## src/hdl/spi_pkg.sv

```systemverilog
package spi_pkg;

    // transfer word, one byte per req/ack cycle
    localparam int word_width = 8;

    // sclk divider input width
    localparam int div_width = 8;

    // transfer controller states
    typedef enum logic [1:0] {
        st_idle         = 2'b00,    // cs_n high, waiting for req
        st_run          = 2'b01,    // sclk running, counting trailing edges
        st_done         = 2'b10,    // bus released, ack goes up next
        st_wait_release = 2'b11     // ack held until req drops
    } ctrl_state_t;

endpackage

```

## src/hdl/spi_clk_gen.sv

```systemverilog
`timescale 1ns/10ps

module spi_clk_gen
    import spi_pkg::*;
(
    input  logic                 sysclk,
    input  logic                 rst_n,
    input  logic                 go,            // run sclk while high
    input  logic                 cpol,          // idle level of sclk
    input  logic [div_width-1:0] divider,       // half-period minus one, in sysclk cycles
    output logic                 sclk,
    output logic                 lead_edge,     // sclk leaves idle at the next sysclk edge
    output logic                 trail_edge     // sclk returns to idle at the next sysclk edge
);

    logic [div_width-1:0] cnt;          // half-period down-counter
    logic                 sclk_q;       // toggling clock state
    logic                 cnt_zero;
    logic                 toggle;

    assign cnt_zero = (cnt == '0);
    assign toggle   = go && cnt_zero;   // flip sclk_q on this cycle

    // divider of 0 toggles every cycle, so the half-period is divider+1 cycles
    always_ff @(posedge sysclk or negedge rst_n) begin
        if (!rst_n) begin
            cnt    <= '0;
            sclk_q <= 1'b0;
        end else if (!go) begin
            cnt    <= divider;          // hold reload value while stopped
            sclk_q <= cpol;             // park at idle level
        end else if (cnt_zero) begin
            cnt    <= divider;
            sclk_q <= ~sclk_q;
        end else begin
            cnt    <= cnt - 1'b1;
        end
    end

    // strobes line up with the sysclk edge that moves sclk
    assign lead_edge  = toggle && (sclk_q == cpol);
    assign trail_edge = toggle && (sclk_q != cpol);

    // outside a transfer sclk follows cpol directly, so a cpol change
    // between transfers shows up on the pin without a cycle of lag
    assign sclk = go ? sclk_q : cpol;

endmodule

```

## src/hdl/spi_shift_reg.sv

```systemverilog
`timescale 1ns/10ps

module spi_shift_reg
    import spi_pkg::*;
(
    input  logic                  sysclk,
    input  logic                  rst_n,
    input  logic                  load,         // copy tx_data at transfer start
    input  logic                  cpha,         // 0: sample lead, 1: sample trail
    input  logic                  lead_edge,
    input  logic                  trail_edge,
    input  logic                  miso,
    input  logic [word_width-1:0] tx_data,
    output logic                  mosi,
    output logic [word_width-1:0] rx_data
);

    logic [word_width-1:0] sr;      // tx bits leave at the top, rx bits enter at the bottom
    logic                  bit_q;   // cpha 0: sampled miso, cpha 1: outgoing mosi bit

    // cpha 0 samples miso into bit_q on lead and shifts it in on trail.
    // cpha 1 shifts out on lead and drops miso straight into sr[0] on trail.
    always_ff @(posedge sysclk or negedge rst_n) begin
        if (!rst_n) begin
            sr    <= '0;
            bit_q <= 1'b0;
        end else if (load) begin
            sr    <= tx_data;
            bit_q <= tx_data[word_width-1];     // msb on mosi from load in either mode
        end else if (cpha) begin
            if (lead_edge) begin
                bit_q <= sr[word_width-1];      // next bit onto mosi
                sr    <= {sr[word_width-2:0], 1'b0};
            end else if (trail_edge) begin
                sr[0] <= miso;                  // fills the slot freed on lead
            end
        end else begin
            if (lead_edge) begin
                bit_q <= miso;                  // hold until the shift
            end else if (trail_edge) begin
                sr    <= {sr[word_width-2:0], bit_q};
            end
        end
    end

    assign mosi    = cpha ? bit_q : sr[word_width-1];
    assign rx_data = sr;                        // complete after the 8th trailing edge

endmodule

```

## src/hdl/spi_master_ctrl.sv

```systemverilog
`timescale 1ns/10ps

module spi_master_ctrl
    import spi_pkg::*;
(
    input  logic sysclk,
    input  logic rst_n,
    input  logic req,           // host request, four-phase
    input  logic trail_edge,    // from clock generator
    output logic ack,
    output logic cs_n,
    output logic load,          // one-cycle pulse to the shift register
    output logic go             // runs the clock generator
);

    ctrl_state_t                   state;
    logic [$clog2(word_width)-1:0] bit_cnt;    // trailing edges seen so far

    always_ff @(posedge sysclk or negedge rst_n) begin
        if (!rst_n) begin
            state   <= st_idle;
            ack     <= 1'b0;
            cs_n    <= 1'b1;
            load    <= 1'b0;
            go      <= 1'b0;
            bit_cnt <= '0;
        end else begin
            load <= 1'b0;                       // pulse only
            case (state)
                st_idle: begin
                    if (req) begin
                        load    <= 1'b1;
                        cs_n    <= 1'b0;
                        bit_cnt <= '0;
                        state   <= st_run;
                    end
                end

                st_run: begin
                    go <= 1'b1;                 // one cycle after load
                    if (trail_edge) begin
                        bit_cnt <= bit_cnt + 1'b1;
                        if (&bit_cnt) begin     // all ones on the last bit
                            go    <= 1'b0;
                            cs_n  <= 1'b1;
                            state <= st_done;
                        end
                    end
                end

                st_done: begin
                    ack   <= 1'b1;              // sclk is back at idle here
                    state <= st_wait_release;
                end

                st_wait_release: begin
                    // no restart while req stays high
                    if (!req) begin
                        ack   <= 1'b0;
                        state <= st_idle;
                    end
                end

                default: begin
                    state <= st_idle;
                end
            endcase
        end
    end

endmodule

```

## src/hdl/spi_master.sv

```systemverilog
`timescale 1ns/10ps

module spi_master
    import spi_pkg::*;
(
    input  logic                  sysclk,
    input  logic                  rst_n,
    input  logic                  req,
    input  logic                  cpol,
    input  logic                  cpha,
    input  logic                  miso,
    input  logic [word_width-1:0] tx_data,
    input  logic [div_width-1:0]  divider,
    output logic                  ack,
    output logic                  cs_n,
    output logic                  sclk,
    output logic                  mosi,
    output logic [word_width-1:0] rx_data
);

    logic go;           // controller to clock generator
    logic load;         // controller to shift register
    logic lead_edge;
    logic trail_edge;   // also counted by the controller

    spi_master_ctrl ctrl_i (
        .sysclk     (sysclk),
        .rst_n      (rst_n),
        .req        (req),
        .trail_edge (trail_edge),
        .ack        (ack),
        .cs_n       (cs_n),
        .load       (load),
        .go         (go)
    );

    spi_clk_gen clk_gen_i (
        .sysclk     (sysclk),
        .rst_n      (rst_n),
        .go         (go),
        .cpol       (cpol),
        .divider    (divider),
        .sclk       (sclk),
        .lead_edge  (lead_edge),
        .trail_edge (trail_edge)
    );

    spi_shift_reg shift_reg_i (
        .sysclk     (sysclk),
        .rst_n      (rst_n),
        .load       (load),
        .cpha       (cpha),
        .lead_edge  (lead_edge),
        .trail_edge (trail_edge),
        .miso       (miso),
        .tx_data    (tx_data),
        .mosi       (mosi),
        .rx_data    (rx_data)
    );

endmodule

```

## config.mk

```make
export PLATFORM = sky130hd
export DESIGN_NAME = spi_master
export DESIGN_NICKNAME = d
export VERILOG_FILES = /design/src/hdl/spi_pkg.sv /design/src/hdl/spi_clk_gen.sv /design/src/hdl/spi_shift_reg.sv /design/src/hdl/spi_master_ctrl.sv /design/src/hdl/spi_master.sv
export SDC_FILE = /design/constraint.sdc
export NUM_CORES = 1
export LEC_CHECK = 0
export ABC_AREA = 1
export BUFFER_PORTS_ARGS = -buffer_cell sky130_fd_sc_hd__buf_2
export CAP_MARGIN = 10
export CORE_MARGIN = 2
export CORE_UTILIZATION = 50
export CTS_CLUSTER_DIAMETER = 50
export DETAILED_ROUTE_END_ITERATION = 10
export HOLD_SLACK_MARGIN = 0.03
export PLACE_DENSITY = 0.75
export RECOVER_POWER = 25
export SYNTH_ARGS = -nofsm -noshare
export SYNTH_HDL_FRONTEND = slang
export SYNTH_SLANG_ARGS = --single-unit
```

## constraint.sdc

```tcl
create_clock -name sysclk -period 2.23 [get_ports sysclk]
set_clock_uncertainty 0.15 [all_clocks]
set_input_delay 0.3345 -clock sysclk [delete_from_list [all_inputs] [get_ports sysclk]]
set_output_delay 0.3345 -clock sysclk [all_outputs]
set_load 0.005 [all_outputs]
```

==> impl_results.md <==
- Mux cell area share after synthesis: 0%
- DR WL/cell: slightly above 10 µm
- Max-cap viol count: 0
- Post-DP HPWL: ~2.3 mm
- Routed vias: between 1000 and 1500
- PortBufs: 33
- Crit-path cells: inv_1 > nand2_1 > nand2_1 > buf_2
- Final net count: about 270
- Design area: 1910 µm²
- Global-route wire length before repair: about 4.9 mm
- CTS Buffer Depth: 2
- Worst VDD drop: between 500 and 600 µV
- Seq pwr share: between 30% and 40%
- WS Path Type: flip-flop to output pin
- Power share of the combinational group: between 50% and 60%
- Synth Area in Compound Gates: under 10%
- Crit-path max FO: 7
- Synth cell types: 30
- Crit path launch type: flip-flop
- Antenna Cells: 0
- H-tree Lvls: 1
- Clock share of power: 8.9%
- Fillers: between 200 and 300
- CTS tree: built
- Hold crit path type: input pin to flip-flop
- Largest net degree at the start of global routing: 28
- Final cell count without fillers: roughly 280
- Int Pwr: 1280 µW
- RD Place Congestion: roughly 0.82
- Netlist area before placement: about 1700 µm²
- CP dominant cell by count: nand2_1
- CP Data Arrival Time: 1.30 ns
- Chip width: roughly 62 µm
- Antenna viol nets, final: 0
- Clk slew on worst S/H paths: roughly 0.14 ns
- Most common cell after layout, fill and taps aside: nand2_1
- Drt initial violations: 74
- Cells after DPL: ~280
- Crit. End Element: output pin
- Initial antenna violation count: 0
- Drc violations: 0
- Post-CTS setup buffer count: 0
- CP max stage cell: dfrtp_1
- Yosys warning total: 0
- Tightest Pin Transition: about 0.6 ns
- Status: complete, no violations
- Vias per inst: between 4 and 5
- Leakage power total: between 0.001 and 0.0015 µW
- Die area: 3830 µm²
- Critical Path RT: 1.75 ns
- Main combinational cell family by area after synthesis: simple AND/OR/NAND/NOR gates
- First drt pass iteration count: 4
- Commonest cells after routing, fill and taps aside: nand2_1 (73), buf_2 (33), dfrtp_1 (26), inv_1 (13), nand3_1 (10)
- Post-synthesis average cell area: 8.37 µm²
- Setup_tns: 0 ns
- Switch share: a little under half
- Share of layout cells above drive strength 1: between 20% and 30%
- Effective utilization at floorplan: 51.0%
- Worst-Skew Late Latency: around 0.32 ns
- CTS root buf: clkbuf_4
- Setup violators final: 0
- Seq/Total Area, Yosys: between 40% and 50%
- Num CTS Buffers: 3
- Post-Synth Simple-Gate Area: between 30% and 40%
- Final Hold Fails: 0
- Period utilization: between 80 and 90%
- Xor/xnor share of the synthesized area: 4.19%
- Io pins: 34
- Sw Pwr: 1060 µW
- Unrepaired setup endpoints after global routing: false
- GRT Util Overall: about 17%
- Synthesized net count: 230
- Crit path time final: ~1.8 ns
- Seq cells post-synth: 27
- Die Height: just over 60 µm
- Placeable Area: between 3000 and 4000 µm²
- Final wirelength: between 2 and 3 mm
- Max-slew violations: 0
- Post-synthesis adder-cell area fraction: approximately 6.0%
- Clk sinks: 27
- Row cnt: 21
- PwrDens: 1220 nW/µm²
- Placed inst area: ~1900 µm²
- Post-synthesis instance total: 200
- Gr ovfl total: 0
- Vias in the first global route: about 1100
- Fmax: between 0.5 and 0.6 GHz
- Slew margin rel.: 59.5%
- Area delta synth->final: 14.1%
- CP max stage delay: ~0.56 ns
-- registers in the layout (all words and copies together) (netlist names) --
signal               flops
clk_gen_i.cnt            8
shift_reg_i.rx_data      8
ctrl_i.bit_cnt           3
ctrl_i.state             2
clk_gen_i.sclk_q         1
ctrl_i.ack               1
ctrl_i.cs_n              1
ctrl_i.go                1
ctrl_i.load              1
shift_reg_i.bit_q        1
-- path summary, 6_finish.rpt --
check / depth (start not counted) / slack (ns) / end / startpoint
max in group asynchronous: 2 / 1.15 / ctrl_i.ack / rst_n
min in group asynchronous: 2 / 0.38 / ctrl_i.bit_cnt[0] / rst_n
setup / recovery: 4 / 0.44 / sclk / ctrl_i.go
hold / removal: 3 / 0.06 / clk_gen_i.cnt[2] / divider[2]
setup reg to reg: 9 / 0.45 / shift_reg_i.rx_data[1] / clk_gen_i.cnt[0]
hold reg to reg: 2 / 0.33 / ctrl_i.cs_n / ctrl_i.cs_n
-- through the flow --
step / hold WS, ns / setup WS (ns) / power, µW / utilization, %
final: 0.0569 / 0.445 / 2340 / 58.2
after floorplan: -0.111 / 0.628 / 1870 / -
after global placement: 0.241 / 0.506 / 2120 / 57.1
after detailed placement: 0.232 / 0.480 / 2140 / 57.1
after global routing: 0.0357 / 0.288 / 2600 / 58.2
after CTS: 0.0471 / 0.432 / 2360 / 58.2
-- metal layers --
layer  routed length, µm  part of all wire (%)  vias to the layer above  global-route usage [%]
met5                   0                     0                        -                       0
met4                  33                   1.1                        0                    4.56
met3                  81                   2.8                        4                    2.48
met2                1350                    46                       16                    27.5
met1                1460                    50                      612                    22.9
li1                    -                     -                      711                       -
-- cell families (layout without fill, tap and decap cells) --
family,Yosys count,after routing
AO/OA/AOI/OAI,21,21
XOR/XNOR,8,8
adder cells (fa/ha/maj),8,8
buffers and inverters,19,55
flip-flops,27,27
AND/OR/NAND/NOR,117,117
-- critical path: cells and delay by family, from the launching register on --
kind / cells / cell delay, ns
buffers and inverters: 2 / 0.23
AND/OR/NAND/NOR: 2 / 0.19
flip-flops: 1 / 0.56
-- power groups by stage --
stage | sequential (µW) | clock, µW | combinational, µW
after global placement | 933 | 0 | 1190
after floorplan | 894 | 0 | 973
final | 927 | 208 | 1200
after global routing | 959 | 243 | 1400
after CTS | 926 | 219 | 1210
after detailed placement | 937 | 0 | 1210
-- repair_timing --
action | in CTS | in global routing
hold buffers | 1 | 0
hold endpoints to repair | 26 | 0
resized for setup | 0 | 0
setup endpoints to repair | 0 | 0
-- layout make-up --
class | instances | area [µm²] | area share [%]
clock buffers | 4 | 26.3 | 1.38
inverters | 17 | 63.8 | 3.34
multi-input cells | 154 | 911 | 47.7
flip-flops and latches | 27 | 677 | 35.4
well taps | 46 | 57.6 | 3.01
repair buffers | 34 | 175 | 9.17
-- Yosys cell counts (all sizes together) --
cell type	number	area [µm²]
a22oi	1	7.51
o21ai	11	85.1
nand2	81	359
buf	2	22.5
a21oi	7	46.3
nor2	15	90.1
inv	16	60.1
xnor2	2	17.5
xor2	6	52.6
nand3	13	87.6
o211ai	2	15.0
clkinv	1	3.75
dfstp	1	26.3
ha	8	100
nand4	5	31.3
or2	3	18.8
dfrtp	26	651
(Power assumes the default switching activity.)
